--- src/rtl/hio_pkg.sv ---
// host I/O bridge shared definitions
// command opcodes of the host port
// word, byte and counter widths

package hio_pkg;

	// width of the saturating word index
	localparam int WORD_CNT_BITS = 10;

	// has_data flag plus one received byte
	localparam int PS2_RDATA_BITS = 9;

	// one word of the command port
	typedef logic [15:0] io_word_t;

	// one byte on a PS/2 link
	typedef logic [7:0] ps2_byte_t;

	// command codes, taken from the first word after enable
	typedef enum logic [7:0] {
		CMD_CFG      = 8'h01,
		CMD_JOY0     = 8'h02,
		CMD_JOY1     = 8'h03,
		CMD_MOUSE_IN = 8'h04,
		CMD_KBD_IN   = 8'h05,
		CMD_CONF_STR = 8'h14,
		CMD_STATUS   = 8'h1E,
		CMD_PS2_READ = 8'h21,
		CMD_VID_RES  = 8'h23,
		CMD_DMA_WR   = 8'h61
	} hio_cmd_e;

endpackage

--- src/rtl/ps2_host_if.sv ---
// link between the command decoder and one PS/2 device
// host side pushes bytes and acknowledges reads
// device side returns the received byte with its flag

`timescale 1ns/1ps

interface ps2_host_if import hio_pkg::*; ();

	ps2_byte_t                 wdata;
	logic                      we;
	logic [PS2_RDATA_BITS-1:0] rdata;
	logic                      rd;

	// decoder end
	modport host (output wdata, output we, output rd, input rdata);

	// device end
	modport dev (input wdata, input we, input rd, output rdata);

endinterface

--- src/rtl/vid_meas_if.sv ---
// video measurement results
// driven by the timing meter, read by the command decoder

`timescale 1ns/1ps

interface vid_meas_if ();

	// resolution change counter
	logic [7:0]  nres;
	// active pixels per line
	logic [15:0] hact;
	// active lines per frame
	logic [15:0] vact;
	// clk_100 cycles per frame
	logic [31:0] vtime;

	modport meter (output nres, output hact, output vact, output vtime);

	modport reader (input nres, input hact, input vact, input vtime);

endinterface

--- src/rtl/ps2_clk_gen.sv ---
// slow PS/2 clock level generator
// toggles once every ps2_div cycles of clk_100

`timescale 1ns/1ps

module ps2_clk_gen #(
	parameter int ps2_div = 2000
) (
	input  logic clk_100,
	input  logic rst,
	output logic ps2_clk
);

	localparam int CNT_W = $clog2(ps2_div + 1);

	logic [CNT_W-1:0] cnt;

	always_ff @(posedge clk_100) begin
		if (rst) begin
			cnt     <= '0;
			ps2_clk <= 1'b0;
		end else if (cnt == CNT_W'(ps2_div - 1)) begin
			cnt     <= '0;
			ps2_clk <= ~ps2_clk;
		end else begin
			cnt <= cnt + 1'b1;
		end
	end

endmodule

--- src/rtl/ps2_device.sv ---
// PS/2 device emulator
// byte FIFO fed by the host port, oldest entry dropped when full
// device-to-host serializer with odd parity
// host-to-device receiver with acknowledge

`timescale 1ns/1ps

module ps2_device import hio_pkg::*; #(
	parameter int fifo_bits = 4
) (
	input  logic         clk_100,
	input  logic         rst,
	input  logic         ps2_clk,
	ps2_host_if.dev      host,
	output logic         clk_out,
	output logic         dat_out,
	input  logic         clk_in,
	input  logic         dat_in
);

	typedef enum logic [2:0] {TX_IDLE, TX_START, TX_DATA, TX_PARITY, TX_STOP} tx_state_e;
	typedef enum logic [2:0] {RX_IDLE, RX_START, RX_DATA, RX_STOP, RX_ACK} rx_state_e;

	ps2_byte_t            fifo_mem [2**fifo_bits];
	logic [fifo_bits:0]   wptr;
	logic [fifo_bits:0]   rptr;

	tx_state_e tx_state;
	rx_state_e rx_state;
	ps2_byte_t tx_byte;
	logic      parity;
	logic [2:0] tx_left;
	logic [1:0] idle_cnt;
	ps2_byte_t rx_byte;
	logic [3:0] rx_cnt;
	logic      has_data;

	logic       old_clk;
	logic [1:0] clk_s;
	logic       dat_s;

	// extra pointer bit tells full from empty
	wire fifo_empty = (wptr == rptr);
	wire fifo_full  = (wptr[fifo_bits] != rptr[fifo_bits]) &&
		(wptr[fifo_bits-1:0] == rptr[fifo_bits-1:0]);

	wire ps2_rise  = ps2_clk & ~old_clk;
	wire ps2_fall  = ~ps2_clk & old_clk;
	wire line_idle = clk_s[1] & dat_s;
	wire rx_begin  = clk_s[0] & ~clk_s[1] & ~dat_s;
	wire link_busy = (tx_state != TX_IDLE) || (rx_state != RX_IDLE && rx_state != RX_START);
	wire tx_pop    = ps2_rise && rx_state == RX_IDLE && tx_state == TX_IDLE &&
		line_idle && idle_cnt == 2'd3 && !fifo_empty;

	assign host.rdata = {has_data, rx_byte};

	always_ff @(posedge clk_100) begin
		if (host.we)
			fifo_mem[wptr[fifo_bits-1:0]] <= host.wdata;
	end

	always_ff @(posedge clk_100) begin
		if (rst) begin
			wptr     <= '0;
			rptr     <= '0;
			tx_state <= TX_IDLE;
			rx_state <= RX_IDLE;
			idle_cnt <= '0;
			has_data <= 1'b0;
			clk_out  <= 1'b1;
			dat_out  <= 1'b1;
			old_clk  <= 1'b0;
			clk_s    <= 2'b11;
			dat_s    <= 1'b1;
		end else begin
			old_clk <= ps2_clk;
			clk_s   <= {clk_s[0], clk_in};
			dat_s   <= dat_in;

			if (host.we)
				wptr <= wptr + 1'b1;
			// a push into a full FIFO discards the oldest byte
			if (tx_pop || (host.we && fifo_full))
				rptr <= rptr + 1'b1;

			if (host.rd)
				has_data <= 1'b0;

			// host pulled data low and released clock
			if (rx_state == RX_IDLE && tx_state == TX_IDLE && rx_begin) begin
				rx_state <= RX_START;
				dat_out  <= 1'b1;
			end

			if (ps2_rise) begin
				clk_out <= 1'b1;
				if (rx_state != RX_IDLE) begin
					idle_cnt <= '0;
					case (rx_state)
						RX_START: begin
							rx_cnt   <= '0;
							rx_state <= RX_DATA;
						end
						RX_DATA: begin
							// eight data bits, LSB first, then skip parity
							if (rx_cnt <= 4'd7)
								rx_byte <= {dat_s, rx_byte[7:1]};
							else
								rx_state <= RX_STOP;
							rx_cnt <= rx_cnt + 1'b1;
						end
						RX_STOP: begin
							if (dat_s) begin
								dat_out  <= 1'b0;
								rx_state <= RX_ACK;
							end
						end
						default: begin
							dat_out  <= 1'b1;
							has_data <= 1'b1;
							rx_state <= RX_IDLE;
						end
					endcase
				end else begin
					case (tx_state)
						TX_IDLE: begin
							if (!line_idle)
								idle_cnt <= '0;
							else if (idle_cnt != 2'd3)
								idle_cnt <= idle_cnt + 1'b1;
							else if (!fifo_empty) begin
								tx_byte  <= fifo_mem[rptr[fifo_bits-1:0]];
								parity   <= ~^fifo_mem[rptr[fifo_bits-1:0]];
								dat_out  <= 1'b0;
								idle_cnt <= '0;
								tx_state <= TX_START;
							end
						end
						TX_START: begin
							dat_out  <= tx_byte[0];
							tx_byte  <= tx_byte >> 1;
							tx_left  <= 3'd7;
							tx_state <= TX_DATA;
						end
						TX_DATA: begin
							if (tx_left == 3'd0) begin
								dat_out  <= parity;
								tx_state <= TX_PARITY;
							end else begin
								dat_out <= tx_byte[0];
								tx_byte <= tx_byte >> 1;
								tx_left <= tx_left - 1'b1;
							end
						end
						TX_PARITY: begin
							// stop bit
							dat_out  <= 1'b1;
							tx_state <= TX_STOP;
						end
						default: tx_state <= TX_IDLE;
					endcase
				end
			end

			if (ps2_fall)
				clk_out <= !link_busy;
		end
	end

endmodule

--- src/rtl/vid_timing_meter.sv ---
// video timing meter on clk_100
// active width of the first active line, active lines per frame
// frame period in cycles, resolution change counter

`timescale 1ns/1ps

module vid_timing_meter (
	input  logic      clk_100,
	input  logic      rst,
	input  logic      de,
	input  logic      hs,
	input  logic      vs,
	input  logic      new_vmode,
	vid_meas_if.meter meas
);

	// {new_vmode, vs, hs, de}
	logic [3:0]  s1, s2, s3;
	logic [15:0] hcnt, vcnt;
	logic [31:0] vtime_cnt;
	logic        calch;
	logic        old_vmode;

	wire de_s    = s2[0];
	wire de_rise = s2[0] & ~s3[0];
	wire hs_rise = s2[1] & ~s3[1];
	wire vs_s    = s2[2];
	wire vs_rise = s2[2] & ~s3[2];
	wire vs_fall = ~s2[2] & s3[2];
	wire vmode_s = s2[3];

	always_ff @(posedge clk_100) begin
		if (rst) begin
			{s1, s2, s3} <= '0;
			{hcnt, vcnt} <= '0;
			vtime_cnt    <= '0;
			calch        <= 1'b0;
			old_vmode    <= 1'b0;
			meas.nres    <= '0;
			meas.hact    <= '0;
			meas.vact    <= '0;
			meas.vtime   <= '0;
		end else begin
			s1 <= {new_vmode, vs, hs, de};
			s2 <= s1;
			s3 <= s2;

			// frame period, edge to edge
			vtime_cnt <= vtime_cnt + 1'b1;
			if (vs_rise) begin
				meas.vtime <= vtime_cnt;
				vtime_cnt  <= 32'd1;
			end

			if (~vs_s & de_rise)
				vcnt <= vcnt + 1'b1;
			if (calch & de_s)
				hcnt <= hcnt + 1'b1;
			// window closes at the end of the first active line
			if (calch & hs_rise & (hcnt != '0))
				calch <= 1'b0;

			if (vs_fall) begin
				if (hcnt != '0 && vcnt != '0) begin
					old_vmode <= vmode_s;
					if (meas.hact != hcnt || meas.vact != vcnt || old_vmode != vmode_s)
						meas.nres <= meas.nres + 1'b1;
					meas.hact <= hcnt;
					meas.vact <= vcnt;
				end
				hcnt  <= '0;
				vcnt  <= '0;
				calch <= 1'b1;
			end
		end
	end

endmodule

--- src/rtl/hio_cmd_decoder.sv ---
// host command port decoder
// word index, latched opcode and DMA half-word phase
// configuration, joystick and status registers
// registered replies for string, PS/2 and video queries

`timescale 1ns/1ps

module hio_cmd_decoder import hio_pkg::*; #(
	parameter int conf_len = 8
) (
	input  logic                  clk_100,
	input  logic                  rst,
	input  logic                  io_enable,
	input  logic                  io_strobe,
	input  io_word_t              io_din,
	output io_word_t              io_dout,
	input  logic [8*conf_len-1:0] conf_str,
	output logic [1:0]            buttons,
	output logic [15:0]           joystick_0,
	output logic [15:0]           joystick_1,
	output logic [31:0]           status,
	output logic [31:0]           dma_addr,
	output logic [31:0]           dma_dout,
	output logic                  dma_wr,
	ps2_host_if.host              kbd,
	ps2_host_if.host              mouse,
	vid_meas_if.reader            meas
);

	logic [WORD_CNT_BITS-1:0] wcnt;
	hio_cmd_e                 cmd;
	logic                     dma_hilo;
	logic [7:0]               cfg;
	logic [7:0]               conf_byte;

	// operand word accepted this cycle
	wire opnd = io_enable & io_strobe & (wcnt != '0);

	assign buttons = cfg[1:0];

	// byte 1 sits in the top eight bits of the string
	always_comb begin
		conf_byte = '0;
		for (int i = 1; i <= conf_len; i++) begin
			if (wcnt == WORD_CNT_BITS'(i))
				conf_byte = conf_str[(conf_len - i)*8 +: 8];
		end
	end

	////////////////////////////////////////////////////////////
	// control state and replies
	////////////////////////////////////////////////////////////

	always_ff @(posedge clk_100) begin
		if (rst) begin
			wcnt       <= '0;
			cmd        <= CMD_CFG;
			dma_hilo   <= 1'b0;
			io_dout    <= '0;
			dma_wr     <= 1'b0;
			cfg        <= '0;
			joystick_0 <= '0;
			joystick_1 <= '0;
			status     <= '0;
			kbd.we     <= 1'b0;
			kbd.rd     <= 1'b0;
			mouse.we   <= 1'b0;
			mouse.rd   <= 1'b0;
		end else begin
			dma_wr   <= 1'b0;
			kbd.we   <= 1'b0;
			kbd.rd   <= 1'b0;
			mouse.we <= 1'b0;
			mouse.rd <= 1'b0;

			if (!io_enable) begin
				wcnt     <= '0;
				io_dout  <= '0;
				dma_hilo <= 1'b0;
			end else if (io_strobe) begin
				io_dout <= '0;
				if (wcnt != '1)
					wcnt <= wcnt + 1'b1;

				if (wcnt == '0) begin
					cmd      <= hio_cmd_e'(io_din[7:0]);
					dma_hilo <= 1'b0;
				end else begin
					case (cmd)
						CMD_CFG:  if (wcnt == 'd1) cfg <= io_din[7:0];
						CMD_JOY0: if (wcnt == 'd1) joystick_0 <= io_din;
						CMD_JOY1: if (wcnt == 'd1) joystick_1 <= io_din;
						CMD_STATUS: begin
							if (wcnt == 'd1)
								status[15:0] <= io_din;
							else if (wcnt == 'd2)
								status[31:16] <= io_din;
						end
						CMD_MOUSE_IN: mouse.we <= 1'b1;
						CMD_KBD_IN:   kbd.we <= 1'b1;
						CMD_CONF_STR: io_dout <= io_word_t'(conf_byte);
						CMD_PS2_READ: begin
							if (wcnt == 'd1) begin
								io_dout <= io_word_t'(kbd.rdata);
								kbd.rd  <= 1'b1;
							end else if (wcnt == 'd2) begin
								io_dout  <= io_word_t'(mouse.rdata);
								mouse.rd <= 1'b1;
							end
						end
						CMD_VID_RES: begin
							case (wcnt)
								'd1: io_dout <= io_word_t'(meas.nres);
								'd2: io_dout <= meas.hact;
								'd3: io_dout <= meas.vact;
								'd4: io_dout <= meas.vtime[15:0];
								'd5: io_dout <= meas.vtime[31:16];
								default: io_dout <= '0;
							endcase
						end
						CMD_DMA_WR: begin
							// data words alternate low and high halves
							if (wcnt > 'd2) begin
								if (dma_hilo)
									dma_wr <= 1'b1;
								dma_hilo <= ~dma_hilo;
							end
						end
						default: io_dout <= '0;
					endcase
				end
			end
		end
	end

	////////////////////////////////////////////////////////////
	// payload registers
	////////////////////////////////////////////////////////////

	always_ff @(posedge clk_100) begin
		if (opnd) begin
			case (cmd)
				CMD_MOUSE_IN: mouse.wdata <= io_din[7:0];
				CMD_KBD_IN:   kbd.wdata <= io_din[7:0];
				CMD_DMA_WR: begin
					if (wcnt == 'd1)
						dma_addr[15:0] <= io_din;
					else if (wcnt == 'd2)
						dma_addr[31:16] <= io_din;
					else if (!dma_hilo) begin
						// next address from the second pair on
						if (wcnt > 'd4)
							dma_addr <= dma_addr + 32'd4;
						dma_dout[15:0] <= io_din;
					end else begin
						dma_dout[31:16] <= io_din;
					end
				end
				default: ;
			endcase
		end
	end

endmodule

--- src/rtl/hio_top.sv ---
// host I/O bridge top level
// command decoder, shared PS/2 clock, keyboard and mouse devices
// video timing meter

`timescale 1ns/1ps

module hio_top import hio_pkg::*; #(
	parameter int conf_len  = 8,
	parameter int ps2_div   = 2000,
	parameter int fifo_bits = 4
) (
	input  logic                  clk_100,
	input  logic                  rst,
	input  logic                  io_enable,
	input  logic                  io_strobe,
	input  io_word_t              io_din,
	output io_word_t              io_dout,
	input  logic [8*conf_len-1:0] conf_str,
	output logic [1:0]            buttons,
	output logic [15:0]           joystick_0,
	output logic [15:0]           joystick_1,
	output logic [31:0]           status,
	output logic [31:0]           dma_addr,
	output logic [31:0]           dma_dout,
	output logic                  dma_wr,
	input  logic                  new_vmode,
	input  logic                  vid_de,
	input  logic                  vid_hs,
	input  logic                  vid_vs,
	output logic                  kbd_clk_out,
	output logic                  kbd_dat_out,
	input  logic                  kbd_clk_in,
	input  logic                  kbd_dat_in,
	output logic                  mouse_clk_out,
	output logic                  mouse_dat_out,
	input  logic                  mouse_clk_in,
	input  logic                  mouse_dat_in
);

	logic ps2_clk;

	ps2_host_if kbd_if ();
	ps2_host_if mouse_if ();
	vid_meas_if meas_if ();

	hio_cmd_decoder #(.conf_len(conf_len)) u_decoder (
		.clk_100(clk_100), .rst(rst),
		.io_enable(io_enable), .io_strobe(io_strobe),
		.io_din(io_din), .io_dout(io_dout),
		.conf_str(conf_str), .buttons(buttons),
		.joystick_0(joystick_0), .joystick_1(joystick_1),
		.status(status),
		.dma_addr(dma_addr), .dma_dout(dma_dout), .dma_wr(dma_wr),
		.kbd(kbd_if.host), .mouse(mouse_if.host), .meas(meas_if.reader)
	);

	// one slow clock shared by both devices
	ps2_clk_gen #(.ps2_div(ps2_div)) u_ps2_clk (
		.clk_100(clk_100), .rst(rst), .ps2_clk(ps2_clk)
	);

	ps2_device #(.fifo_bits(fifo_bits)) u_kbd (
		.clk_100(clk_100), .rst(rst), .ps2_clk(ps2_clk), .host(kbd_if.dev),
		.clk_out(kbd_clk_out), .dat_out(kbd_dat_out),
		.clk_in(kbd_clk_in), .dat_in(kbd_dat_in)
	);

	ps2_device #(.fifo_bits(fifo_bits)) u_mouse (
		.clk_100(clk_100), .rst(rst), .ps2_clk(ps2_clk), .host(mouse_if.dev),
		.clk_out(mouse_clk_out), .dat_out(mouse_dat_out),
		.clk_in(mouse_clk_in), .dat_in(mouse_dat_in)
	);

	vid_timing_meter u_meter (
		.clk_100(clk_100), .rst(rst),
		.de(vid_de), .hs(vid_hs), .vs(vid_vs), .new_vmode(new_vmode),
		.meas(meas_if.meter)
	);

endmodule

--- config.mk ---
export PLATFORM = sky130hd
export DESIGN_NAME = hio_top
export DESIGN_NICKNAME = d
export VERILOG_FILES = /design/src/rtl/hio_pkg.sv /design/src/rtl/ps2_host_if.sv /design/src/rtl/vid_meas_if.sv /design/src/rtl/ps2_clk_gen.sv /design/src/rtl/ps2_device.sv /design/src/rtl/vid_timing_meter.sv /design/src/rtl/hio_cmd_decoder.sv /design/src/rtl/hio_top.sv
export SDC_FILE = /design/constraint.sdc
export NUM_CORES = 1
export LEC_CHECK = 0
export BUFFER_PORTS_ARGS = -buffer_cell sky130_fd_sc_hd__buf_4
export CAP_MARGIN = 20
export CORE_MARGIN = 4
export CORE_UTILIZATION = 40
export DETAILED_ROUTE_END_ITERATION = 6
export GPL_TIMING_DRIVEN = 0
export PLACE_DENSITY = 0.58
export SKIP_CTS_REPAIR_TIMING = 1
export SLEW_MARGIN = 20
export SYNTH_ARGS = -nofsm -noshare
export SYNTH_HDL_FRONTEND = slang
export SYNTH_SLANG_ARGS = --single-unit
--- constraint.sdc ---
create_clock -name clk_100 -period 4.8 [get_ports clk_100]
set_input_delay 0.48 -clock clk_100 [delete_from_list [all_inputs] [get_ports clk_100]]
set_output_delay 0.48 -clock clk_100 [all_outputs]
set_load 0.01 [all_outputs]
# [Yosys cells after proc, flatten, opt, wreduce, memory -nomap -nowiden]
# Memories as Yosys holds them, arrays and structs flattened. A register that Yosys moved wholly into a read port is not among the register bits.
# Index checks and enable logic that the tools add are counted.
[word_totals] memories=2 ramBits=256 wordCells=414 register_bits=444 output_inout_bits=151 input_bits=92
[classes] n_bitwise=44 magnitude_cmp=4 eq_ne=62 reduce_logical=103 n_addsub=17 n_mux=116
[memory_table] name="u_kbd.fifo_mem" depth=16 word_bits=8 rd=1 rd_ports_with_merged_regs=1 wr=1 line="ps2_device.sv:24" rtl="ps2_byte_t fifo_mem [2**fifo_bits];"
[memory_table] name="u_mouse.fifo_mem" depth=16 word_bits=8 rd=1 rd_ports_with_merged_regs=1 wr=1 line="ps2_device.sv:24"
[ops] cell="2-to-1 mux 8 bit" n=16
[ops] cell="2-to-1 mux 16 bit" n=5
[ops] cell="case mux 16 bit (5 select lines)" n=1
[ops] cell="2-to-1 mux 32 bit" n=2
[ops] cell="2-to-1 mux 3 bit" n=20
[ops] cell="AND reduction 5 bit" n=12
[ops] cell="case mux 16 bit (3 select lines)" n=1
[ops] cell="case mux 8 bit (3 select lines)" n=2
[ops] cell="2-to-1 mux 1 bit" n=42
[ops] cell="equality test 10 x 3 -> 1 bit, second input constant" n=4
[ops] cell="adder 16 x 1 -> 16 bit, second input constant" n=2
[ops] cell="adder 32 x 1 -> 32 bit, second input constant" n=1
[ops] cell="adder 32 x 3 -> 32 bit, second input constant" n=1
[ops] cell="!= test 16 bit" n=2
[ops] cell="nonzero test 16 bit" n=2
[ops] cell="inverter 1 bit" n=26
[ops] cell="equality test 3 x 2 -> 1 bit, second input constant" n=8
[ops] cell="case mux 3 bit (4 select lines)" n=2
[ops] cell="nonzero test 2 bit" n=12
[ops] cell="logical AND 1 bit" n=21
[ops] cell="adder 5 x 1 -> 5 bit, second input constant" n=4
[ops] cell="equality test 10 x 2 -> 1 bit, second input constant" n=2
[ops] cell="2-to-1 mux 2 bit" n=10
[ops] cell="!= test 2 bit, second input constant" n=10
[ops] cell="other kinds (53)" n=138

# [Logic depth before layout (Yosys ltp)]
# Gate-level depths: netlist (run 1).
[logic_depth] ltp_word=11 ltp_mapped=11 mapped_depth_nobuf=8

# [Modules after synthesis]
# From an unflattened synthesis (run 1), not the netlist that was laid out.
[hier_totals] cells_unflattened=2663 area_unflattened_um2=30884.6
[by_module_without_submodules] module="ps2_device" instances=2 cells_per_inst=463 area_each_um2=7505.9
[by_module_without_submodules] module="hio_cmd_decoder" instances=1 cells_per_inst=977 area_each_um2=9112.5
[by_module_without_submodules] module="vid_timing_meter" instances=1 cells_per_inst=701 area_each_um2=6209.7
[by_module_without_submodules] module="ps2_clk_gen" instances=1 cells_per_inst=59 area_each_um2=550.5

# [Worst setup path before layout (run 1)]
# Ideal clock, no wire load.
[synth_path] path_type="register -> register" from="register u_decoder.wcnt[1]" to="register u_decoder.dma_dout[0] (enable)" path_stages_with_launch=9 slack_ps=1469 t_arrival_ps=2922 n_path_buf=3 required_ps=4391 path_cell_list="dfxtp_1 > clkbuf_1 > inv_1 > ha_1 > clkbuf_1 > clkbuf_1 > a21oi_1 > nand3_1 > nor3_1"
[synth_between] elab_chain_len=3 word_cells_on_any_way=7
[synth_rtl] element="start: declaration" line="hio_cmd_decoder.sv:30" rtl="logic [WORD_CNT_BITS-1:0] wcnt;"
[synth_rtl] element="start signal: assignment" line="hio_cmd_decoder.sv:83" rtl="wcnt <= wcnt + 1'b1;"
[synth_rtl] element="nonzero test 10 bit, or another cell as far along" line="hio_cmd_decoder.sv:37" rtl="wire opnd = io_enable & io_strobe & (wcnt != '0);"
[synth_rtl] element="AND 1 bit / inverter 1 bit (equally long branches)"
[synth_rtl] element="AND reduction 5 bit (no line) (*)"
[synth_rtl] element="end signal: assignment" line="hio_cmd_decoder.sv:154" rtl="dma_dout[15:0] <= io_din;"
[synth_rtl] element="end: declaration" line="hio_cmd_decoder.sv:23" rtl="output logic [31:0] dma_dout,"
# Every way passes the cells marked *; elsewhere a longest branch is shown, timed or not.
# A chain may end at the register's enable or synchronous reset.

# [Final worst setup path (run 1)]
[layout_path] from="register u_decoder.wcnt[1]" to="register u_decoder.dma_addr[16] (enable)"
[layout_between] elab_chain_len=3 word_cells_on_any_way=9
[layout_rtl] element="> comparator 10 x 3 -> 1 bit, or another cell as far along" line="hio_cmd_decoder.sv:152" rtl="if (wcnt > 'd4)"
[layout_rtl] element="nonzero test 2 bit (no line), or another cell as far along"
[layout_rtl] element="AND reduction 5 bit (no line) (*)"
[layout_rtl] element="end signal: assignment" line="hio_cmd_decoder.sv:149" rtl="dma_addr[31:16] <= io_din;"
[layout_rtl] element="end signal: assignment" line="hio_cmd_decoder.sv:153" rtl="dma_addr <= dma_addr + 32'd4;"
[layout_rtl] element="end: declaration" line="hio_cmd_decoder.sv:22" rtl="output logic [31:0] dma_addr,"
# Marked as above.

==> flow_results.xml, run 1 <==
<?xml version="1.0" encoding="UTF-8"?>
<metrics>
  <group name="timing">
    <metric name="count_of_final_setup_violators" unit="">0</metric>
    <metric name="finalMaxSlewViolations" unit="">0</metric>
    <metric name="crit_path_time_final" unit="ns">3.94</metric>
    <metric name="final.period_utilization" unit="%">82.0</metric>
    <metric name="worstMarginPinSlew" unit="ns">0.978</metric>
    <metric name="final_worst_clock_skew" unit="ns">0.0345</metric>
    <metric name="hold_viol_final" unit="">0</metric>
    <metric name="relSlewSlack" unit="%">33.9</metric>
    <metric name="setup_slack" unit="ns">0.864</metric>
    <metric name="setup_repair_after_global_routing_missed_its_margin" unit="">no</metric>
    <metric name="fmax" unit="MHz">254</metric>
  </group>
  <group name="logic_synthesis">
    <metric name="synth_top_family_by_area" unit="">simple AND/OR/NAND/NOR gates</metric>
    <metric name="async_reset_ff_share" unit="%">0</metric>
    <metric name="syn-cell-area" unit="sq mm">0.0301</metric>
    <metric name="synth.area.mux_share" unit="%">6.89</metric>
    <metric name="ys_seq_elements" unit="">708</metric>
    <metric name="avgSynthCellArea" unit="sq um">11.5</metric>
    <metric name="synthesis.instances" unit="">2620</metric>
    <metric name="synth_sequential_area_ratio" unit="%">59.8</metric>
    <metric name="synth_xor_xnor_area_share" unit="%">5.29</metric>
    <metric name="synth_ff_type" unit="">sky130_fd_sc_hd__edfxtp_1</metric>
    <metric name="postSynthNetCount" unit="">2744</metric>
    <metric name="ys.warnings.count" unit="">0</metric>
    <metric name="synthSimpleGateAreaFrac" unit="%">15.9</metric>
    <metric name="synth.lib_cells_used.distinct" unit="">82</metric>
    <metric name="synthAdderAreaFrac" unit="%">1.33</metric>
    <metric name="synth_compound_area_share" unit="%">8.10</metric>
    <metric name="synth_enable_flop_cells" unit="">384</metric>
  </group>
  <group name="global_route">
    <metric name="globalRouteOverflowTotal" unit="">0</metric>
    <metric name="grt_start_max_net_pins" unit="">17</metric>
    <metric name="number_of_global_route_vias_before_repair" unit="">21581</metric>
    <metric name="antenna_violations_before_repair" unit="">0</metric>
    <metric name="grt_first_pass_wirelength" unit="mm">131</metric>
    <metric name="grt.total_usage" unit="%">21.3</metric>
  </group>
  <group name="final_layout">
    <metric name="nNetsFinal" unit="">3069</metric>
    <metric name="postLayoutCellArea" unit="sq mm">0.0357</metric>
    <metric name="antenna-diode-count" unit="">0</metric>
    <metric name="post_route_cells_drive_above_1_share" unit="%">17.4</metric>
    <metric name="fillerInstances" unit="">6721</metric>
    <metric name="syn_to_final_growth" unit="%">18.7</metric>
  </group>
  <group name="cts">
    <metric name="cts_inserted_buffers" unit="">76</metric>
    <metric name="htree_levels" unit="">3</metric>
    <metric name="clkSlewWorstSetupHoldPaths" unit="ns">0.06</metric>
    <metric name="clock_tree_from_tritoncts" unit="">yes</metric>
    <metric name="clkSinkCount" unit="">708</metric>
    <metric name="ctsLongestPathBuffers" unit="">3</metric>
    <metric name="clk_root_buffer_cell" unit="">sky130_fd_sc_hd__clkbuf_16</metric>
    <metric name="clkLatencyLatePin" unit="ns">0.64</metric>
  </group>
  <group name="drt">
    <metric name="dr.first_iter.drc_count" unit="">1988</metric>
    <metric name="postRouteWirelength" unit="mm">86.6</metric>
    <metric name="antenna_violating_nets_post_route" unit="">0</metric>
    <metric name="avgViaCountPerCell" unit="">5.42</metric>
    <metric name="route.detailed.drc" unit="">0</metric>
    <metric name="wire_per_inst" unit="um">21.8</metric>
    <metric name="dr.pass1.iters" unit="">7</metric>
    <metric name="detailroute.via_count" unit="">21569</metric>
  </group>
  <group name="placement">
    <metric name="placement.cell_area" unit="sq mm">0.0332</metric>
    <metric name="io_buffer_count" unit="">241</metric>
    <metric name="hpwl_after_detailed_placement" unit="mm">63.3</metric>
    <metric name="preCtsSetupSlack" unit="ns">0.869</metric>
    <metric name="globalplace.congestion" unit="">0.884</metric>
  </group>
  <group name="setup_path">
    <metric name="worst_setup_path_end_kind" unit="">register</metric>
    <metric name="start_kind" unit="">register</metric>
    <metric name="timing.critical_path.from" unit="">u_decoder.wcnt[1]$_SDFFE_PP0P_</metric>
    <metric name="worst-endpoint-required" unit="ns">5.15</metric>
    <metric name="setup.worst_path.class" unit="">register to register</metric>
    <metric name="worstReg2RegStart" unit="">u_decoder.wcnt[1]$_SDFFE_PP0P_</metric>
    <metric name="timing.critical_path.arrival" unit="ns">4.28</metric>
    <metric name="timing.reg2reg.worst_path_depth" unit="">9</metric>
    <metric name="path_max_fanout" unit="">10</metric>
  </group>
  <group name="floorplanning">
    <metric name="std_cell_rows" unit="">100</metric>
    <metric name="area_of_the_die" unit="sq mm">0.0797</metric>
    <metric name="die_y_extent" unit="um">282</metric>
    <metric name="design.core.area" unit="sq mm">0.0746</metric>
    <metric name="initial_utilization" unit="%">40.4</metric>
    <metric name="design.portCount" unit="">243</metric>
    <metric name="chipWidth" unit="um">282</metric>
  </group>
  <group name="min_path">
    <metric name="worst_hold_path_cell_count" unit="">2</metric>
    <metric name="hold_path.class" unit="">input pin to register</metric>
    <metric name="origin_of_the_worst_min_delay_path" unit="">mouse_dat_in</metric>
  </group>
  <group name="run_status">
    <metric name="outcome" unit="">finished clean</metric>
  </group>
  <group name="power">
    <metric name="p_sw" unit="mW">2.74</metric>
    <metric name="p_int" unit="mW">9.80</metric>
    <metric name="power.density" unit="mW/mm^2">351</metric>
    <metric name="pwr-share-clk" unit="%">46.8</metric>
    <metric name="leakage_power_of_the_design" unit="nW">12.2</metric>
    <metric name="irDropWorstVdd" unit="uV">275</metric>
    <metric name="power.share.combinational" unit="%">2.4</metric>
    <metric name="switching_share_of_power" unit="%">21.9</metric>
    <metric name="seqPwrFrac" unit="%">50.8</metric>
  </group>
  <group name="flow_run">
    <metric name="drv.max_cap_violation_count" unit="">0</metric>
  </group>
</metrics>
==> layout make-up <==
class | instances | area [sq um] | share of cell area, %
Multi-Input combinational cell | 1715 | 11300 | 31.7
Sequential cell | 708 | 18000 | 50.4
Inverter | 42 | 158 | 0.441
Timing Repair Buffer | 247 | 1860 | 5.19
Buffer | 155 | 634 | 1.78
Clock buffer | 94 | 2100 | 5.87
Tap cell | 969 | 1210 | 3.39
Clock inverter | 47 | 419 | 1.17
==> placed cells by master (no fill, tap or decap), drive strengths merged, types with 15 or more instances in the layout <==
master  Yosys  final
a21oi     169    169
a221oi     16     16
a22oi      63     63
and2       43     43
and3       31     31
buf        28    275
clkbuf    127    221
clkinv      2     37
dfxtp     324    324
edfxtp    384    384
ha         32     32
inv        40     45
mux2       19     19
mux2i      42     42
mux4       64     64
nand2     358    358
nand3      75     75
nand4      42     42
nor2      241    241
nor2b      33     33
nor3       33     33
nor3b      17     17
nor4       21     21
o21ai      66     66
or2        15     15
xnor2     114    114
xor2       68     68
==> synth_stat cells (3+ instances only) <==
cell,number,area share [%]
sky130_fd_sc_hd__nor4b_1,7,0.20
sky130_fd_sc_hd__and4_1,12,0.35
sky130_fd_sc_hd__a221oi_1,16,0.47
sky130_fd_sc_hd__or2_2,15,0.31
sky130_fd_sc_hd__nand3b_1,11,0.27
sky130_fd_sc_hd__nor2_1,239,3.0
sky130_fd_sc_hd__o21ai_1,3,0.050
sky130_fd_sc_hd__and2_1,41,0.85
sky130_fd_sc_hd__buf_2,19,0.32
sky130_fd_sc_hd__a22oi_1,63,1.6
sky130_fd_sc_hd__nor3_1,31,0.52
sky130_fd_sc_hd__o21ai_0,63,1.0
sky130_fd_sc_hd__o22ai_1,10,0.21
sky130_fd_sc_hd__a222oi_1,9,0.30
sky130_fd_sc_hd__nand3_1,75,1.2
sky130_fd_sc_hd__nor4bb_1,3,0.10
sky130_fd_sc_hd__nand2b_1,11,0.23
sky130_fd_sc_hd__or3_1,11,0.23
sky130_fd_sc_hd__mux2i_1,42,1.4
sky130_fd_sc_hd__xnor2_1,114,3.3
sky130_fd_sc_hd__nor3b_1,17,0.42
sky130_fd_sc_hd__nor2b_1,33,0.69
sky130_fd_sc_hd__mux4_2,64,4.8
sky130_fd_sc_hd__dfxtp_1,324,22
sky130_fd_sc_hd__nor4_4,5,0.35
sky130_fd_sc_hd__nor4_1,15,0.31
sky130_fd_sc_hd__a211oi_1,4,0.10
sky130_fd_sc_hd__clkbuf_1,125,1.6
sky130_fd_sc_hd__nand4_1,41,0.85
sky130_fd_sc_hd__buf_1,6,0.075
sky130_fd_sc_hd__ha_1,32,1.3
sky130_fd_sc_hd__nand2_1,357,4.5
sky130_fd_sc_hd__and3_1,29,0.60
sky130_fd_sc_hd__a21oi_1,169,2.8
sky130_fd_sc_hd__a21o_1,5,0.12
sky130_fd_sc_hd__edfxtp_1,384,38
sky130_fd_sc_hd__xor2_1,68,2.0
sky130_fd_sc_hd__a31oi_1,6,0.12
sky130_fd_sc_hd__o41ai_1,3,0.087
sky130_fd_sc_hd__mux2_2,19,0.71
sky130_fd_sc_hd__or4_1,5,0.12
sky130_fd_sc_hd__a2bb2oi_1,8,0.23
sky130_fd_sc_hd__o211ai_1,10,0.25
sky130_fd_sc_hd__inv_1,40,0.50
==> path summary, 6_finish.rpt <==
kind	slack, ns	endpoint
worst min-delay path	0.06	u_mouse.dat_s$_SDFF_PP1_
worst max-delay path	0.86	u_decoder.dma_addr[16]$_DFFE_PP_
worst min register to register	0.43	u_meter.s2[1]$_SDFF_PP0_
worst max register to register	0.86	u_decoder.dma_addr[16]$_DFFE_PP_
==> state kept, by name, summed over array words and instances (netlist names), 32 cells and up, named ones only <==
register / count
u_mouse.fifo_mem: 128
u_decoder.dma_addr: 32
u_decoder.dma_dout: 32
u_kbd.fifo_mem: 128
u_decoder.status: 32
u_meter.vtime_cnt: 32
u_meter.meas.vtime: 32
==> power by group through the flow <==
stage          Clock [mW]  Sequential, mW  Combinational, mW
5_1_grt              6.24            6.36              0.327
3_3_place_gp            0            6.50              0.299
4_1_cts              5.98            6.36              0.305
6_report             5.87            6.37              0.304
3_5_place_dp            0            6.50              0.303
2_1_floorplan           0            6.49              0.129
==> routing by layer <==
metal / GRT usage (%) / vias to the layer above / share of wire, %
li1: - / 10109 / -
met5: 0 / - / 0
met1: 28.3 / 10592 / 43
met4: 7.04 / 0 / 3.3
met3: 3.45 / 187 / 5.5
met2: 35.7 / 681 / 48
==> critical path, stage by stage, from the launching register on <==
cell,delay (ns)
sky130_fd_sc_hd__dfxtp_1,0.43
sky130_fd_sc_hd__clkbuf_1,0.48
sky130_fd_sc_hd__inv_1,0.17
sky130_fd_sc_hd__ha_1,0.22
sky130_fd_sc_hd__clkbuf_1,0.30
sky130_fd_sc_hd__clkbuf_1,0.46
sky130_fd_sc_hd__clkbuf_1,0.41
sky130_fd_sc_hd__or3_1,0.48
sky130_fd_sc_hd__a21oi_2,0.47
sky130_fd_sc_hd__buf_6,0.23
==> kinds of logic after synthesis <==
kind of cell               after synthesis
AOI/OAI and AO/OA                      393
xor gates and xnor gates               182
adders and majority gates               32
buffers and inverters                  197
DFF                                    708
muxes                                  125
and+or+nand+nor                        983
==> stage by stage <==
stage / total power [mW] / cells / hold slack, ns / util, % / TNS [ns]
final: 12.5 / 3977 / 0.0574 / 47.9 / 0
after CTS: 12.6 / 3977 / 0.0185 / 47.9 / 0
after global placement: 6.79 / 3830 / 0.422 / 44.4 / -3.81
after global routing: 12.9 / 3977 / 0.0439 / 47.9 / 0
after detailed placement: 6.80 / 3836 / 0.424 / 44.5 / 0
after floorplan: 6.62 / 2620 / 0.408 / - / 0
Power figures use the tool's default switching activity.
==> run 2, diff against run 1 <==
--- a/config.mk
+++ b/config.mk
@@ -11,7 +11,7 @@
 export CORE_UTILIZATION = 40
 export DETAILED_ROUTE_END_ITERATION = 6
 export GPL_TIMING_DRIVEN = 0
-export PLACE_DENSITY = 0.58
+export PLACE_DENSITY = 0.6
 export SKIP_CTS_REPAIR_TIMING = 1
 export SLEW_MARGIN = 20
 export SYNTH_ARGS = -nofsm -noshare
==> constraint.sdc (replaced) <==
create_clock -name clk_100 -period 3.6 [get_ports clk_100]
set_input_delay 0.36 -clock clk_100 [delete_from_list [all_inputs] [get_ports clk_100]]
set_output_delay 0.36 -clock clk_100 [all_outputs]
set_load 0.01 [all_outputs]
==> run 2 against run 1 <==
  * Hold slack got worse by 0.036 ns
  * Combinational power increased by 38%
  * Global-route usage decreased by 0.22 points
  * Clock skew decreased by 0.0016 ns
  * Sequential power increased by 33%
  * Fmax increased by 17%
  * First-iteration DRC count decreased by 4.7%
  * Critical endpoint is now u_decoder.io_dout[7]$_SDFFE_PP0P_
==> flow_results.xml, run 2 (synthesis results as in run 1) <==
<?xml version="1.0" encoding="UTF-8"?>
<metrics>
  <group name="final_layout">
    <metric name="mostFrequentLayoutCell" unit="">sky130_fd_sc_hd__edfxtp_1</metric>
    <metric name="syn_to_final_growth" unit="%">19.2</metric>
    <metric name="finalCoreUtilization" unit="%">48.1</metric>
    <metric name="register_area" unit="sq mm">0.0180</metric>
    <metric name="nNetsFinal" unit="">3079</metric>
    <metric name="fillerInstances" unit="">6707</metric>
    <metric name="post_route_cells_drive_above_1_share" unit="%">17.6</metric>
    <metric name="multi_input_area" unit="sq mm">0.0113</metric>
    <metric name="layout.cells.most_common_list" unit="">sky130_fd_sc_hd__edfxtp_1 (384), sky130_fd_sc_hd__nand2_1 (357), sky130_fd_sc_hd__dfxtp_1 (324), sky130_fd_sc_hd__buf_4 (246), sky130_fd_sc_hd__nor2_1 (239)</metric>
    <metric name="layoutNonFillerInstCount" unit="">3989</metric>
  </group>
  <group name="timing">
    <metric name="count_of_final_setup_violators" unit="">0</metric>
    <metric name="setup_repair_after_global_routing_missed_its_margin" unit="">no</metric>
    <metric name="final_worst_clock_skew" unit="ns">0.0329</metric>
    <metric name="crit_path_time_final" unit="ns">3.36</metric>
    <metric name="final.period_utilization" unit="%">93.3</metric>
    <metric name="worstMarginPinSlew" unit="ns">1.02</metric>
    <metric name="relSlewSlack" unit="%">31.0</metric>
    <metric name="fmax" unit="MHz">298</metric>
    <metric name="finalMaxSlewViolations" unit="">0</metric>
    <metric name="hold_viol_final" unit="">0</metric>
  </group>
  <group name="cts">
    <metric name="htree_levels" unit="">3</metric>
    <metric name="clock_tree_from_tritoncts" unit="">yes</metric>
    <metric name="cts_inserted_buffers" unit="">76</metric>
    <metric name="clkSlewWorstSetupHoldPaths" unit="ns">0.06</metric>
    <metric name="clkSinkCount" unit="">708</metric>
    <metric name="ctsLongestPathBuffers" unit="">3</metric>
    <metric name="clkLatencyLatePin" unit="ns">0.62</metric>
    <metric name="clk_root_buffer_cell" unit="">sky130_fd_sc_hd__clkbuf_16</metric>
  </group>
  <group name="power">
    <metric name="pwr-share-clk" unit="%">46.7</metric>
    <metric name="p_int" unit="mW">13.1</metric>
    <metric name="switching_share_of_power" unit="%">21.7</metric>
    <metric name="power.share.combinational" unit="%">2.5</metric>
    <metric name="power.density" unit="mW/mm^2">466</metric>
    <metric name="p_sw" unit="mW">3.63</metric>
    <metric name="seqPwrFrac" unit="%">50.8</metric>
    <metric name="leakage_power_of_the_design" unit="nW">12.2</metric>
    <metric name="irDropWorstVdd" unit="uV">322</metric>
  </group>
  <group name="setup_path">
    <metric name="worst-endpoint-required" unit="ns">4.12</metric>
    <metric name="crit_family" unit="">simple AND/OR/NAND/NOR gates</metric>
    <metric name="start_kind" unit="">register</metric>
    <metric name="worst_setup_path_end_kind" unit="">register</metric>
    <metric name="worstSetupPathDepth" unit="">10</metric>
    <metric name="timing.reg2reg.worst_path_depth" unit="">10</metric>
    <metric name="worstPathCellList" unit="">clkbuf_2, inv_1, ha_1, clkbuf_1, nor2_1, a211o_1, nor4_4, a22oi_1, and3_1, a221oi_1</metric>
    <metric name="setup.worst_path.class" unit="">register to register</metric>
    <metric name="path_max_fanout" unit="">10</metric>
    <metric name="critPathBufInv" unit="">3</metric>
    <metric name="timing.critical_path.arrival" unit="ns">3.88</metric>
    <metric name="critPathMaxStageDelay" unit="ns">0.56</metric>
    <metric name="critical_path.slowest_cell" unit="">sky130_fd_sc_hd__nor4_4</metric>
  </group>
  <group name="drt">
    <metric name="postRouteWirelength" unit="mm">85.9</metric>
    <metric name="avgViaCountPerCell" unit="">5.44</metric>
    <metric name="detailroute.via_count" unit="">21701</metric>
    <metric name="dr.pass1.iters" unit="">6</metric>
    <metric name="dr.first_iter.drc_count" unit="">1894</metric>
    <metric name="route.detailed.drc" unit="">0</metric>
    <metric name="antenna_violating_nets_post_route" unit="">0</metric>
    <metric name="wire_per_inst" unit="um">21.5</metric>
  </group>
  <group name="global_route">
    <metric name="antenna_violations_before_repair" unit="">1</metric>
    <metric name="number_of_global_route_vias_before_repair" unit="">21604</metric>
    <metric name="globalRouteOverflowTotal" unit="">0</metric>
    <metric name="grt_first_pass_wirelength" unit="mm">129</metric>
    <metric name="grt_start_max_net_pins" unit="">17</metric>
    <metric name="grt.total_usage" unit="%">21.1</metric>
  </group>
  <group name="floorplanning">
    <metric name="area_of_the_die" unit="sq mm">0.0797</metric>
    <metric name="die_y_extent" unit="um">282</metric>
    <metric name="design.portCount" unit="">243</metric>
    <metric name="std_cell_rows" unit="">100</metric>
    <metric name="chipWidth" unit="um">282</metric>
    <metric name="design.core.area" unit="sq mm">0.0746</metric>
    <metric name="initial_utilization" unit="%">40.4</metric>
  </group>
  <group name="min_path">
    <metric name="worst_hold_path_cell_count" unit="">1</metric>
    <metric name="hold_path.class" unit="">input pin to register</metric>
  </group>
  <group name="placement">
    <metric name="hpwl_after_detailed_placement" unit="mm">62.6</metric>
    <metric name="globalplace.congestion" unit="">0.883</metric>
    <metric name="dp_cells" unit="">3838</metric>
    <metric name="io_buffer_count" unit="">241</metric>
  </group>
  <group name="run_status">
    <metric name="outcome" unit="">finished clean</metric>
  </group>
  <group name="flow_run">
    <metric name="drv.max_cap_violation_count" unit="">0</metric>
  </group>
</metrics>
==> run 2: cell types whose count changed in the layout (fill, tap and decap cells not counted), moves of 3 or more <==
cell,delta
sky130_fd_sc_hd__clkbuf_1,-3
sky130_fd_sc_hd__dlygate4sd3_1,+10
sky130_fd_sc_hd__clkbuf_2,+3
sky130_fd_sc_hd__inv_4,-3
sky130_fd_sc_hd__clkinv_1,-4
sky130_fd_sc_hd__clkinv_2,+4
==> run 2: area by class of cell <==
| type | instances | share of cell area [%] |
|---|---|---|
| Inverter | 42 | 0.439 |
| Sequential cell | 708 | 50.2 |
| Timing Repair Buffer | 260 | 5.56 |
| Buffer | 152 | 1.75 |
| Clock inverter | 44 | 1.04 |
| Multi-Input combinational cell | 1715 | 31.6 |
| Clock buffer | 98 | 5.99 |
| Tap cell | 969 | 3.38 |
| Antenna cell | 1 | 0.00697 |
==> run 2: through the flow <==
stage | hold WS [ns] | cell area [sq um] | worst slack (ns) | TNS (ns) | power, mW
detailed placement | 0.420 | 33200 | -0.302 | -5.81 | 9.07
floorplan | 0.408 | 30100 | 0.269 | 0 | 8.83
CTS | -0.0727 | 35800 | -0.342 | -6.06 | 16.8
finish | 0.0213 | 35900 | 0.241 | 0 | 16.7
global placement | 0.425 | 33100 | -1.36 | -70.31 | 9.06
global route | 0.00544 | 35900 | 0.0501 | 0 | 17.2
==> run 2: worst paths after layout <==
kind / start / endpoint / slack (ns)
worst min-delay path: io_din[12] / u_decoder.dma_dout[28]$_DFFE_PP_ / 0.02
worst max-delay path: u_decoder.wcnt[1]$_SDFFE_PP0P_ / u_decoder.io_dout[7]$_SDFFE_PP0P_ / 0.24
worst min register to register: u_meter.s1[2]$_SDFF_PP0_ / u_meter.s2[2]$_SDFF_PP0_ / 0.43
worst max register to register: u_decoder.wcnt[1]$_SDFFE_PP0P_ / u_decoder.io_dout[7]$_SDFFE_PP0P_ / 0.24
==> run 2: routing by layer <==
metal	global-route usage, %	share of wire (%)	vias up
li1	-	-	10121
met1	27.9	42	10751
met2	35.8	49	689
met3	3.10	5.4	140
met4	6.73	2.7	0
met5	0	0	-
==> run 2: power groups by stage <==
| stage | combinational, mW | sequential (mW) | clock, mW |
|---|---|---|---|
| after floorplan | 0.172 | 8.65 | 0 |
| after global placement | 0.401 | 8.66 | 0 |
| after detailed placement | 0.407 | 8.66 | 0 |
| after CTS | 0.409 | 8.49 | 7.94 |
| after global routing | 0.445 | 8.49 | 8.27 |
| final | 0.418 | 8.49 | 7.81 |
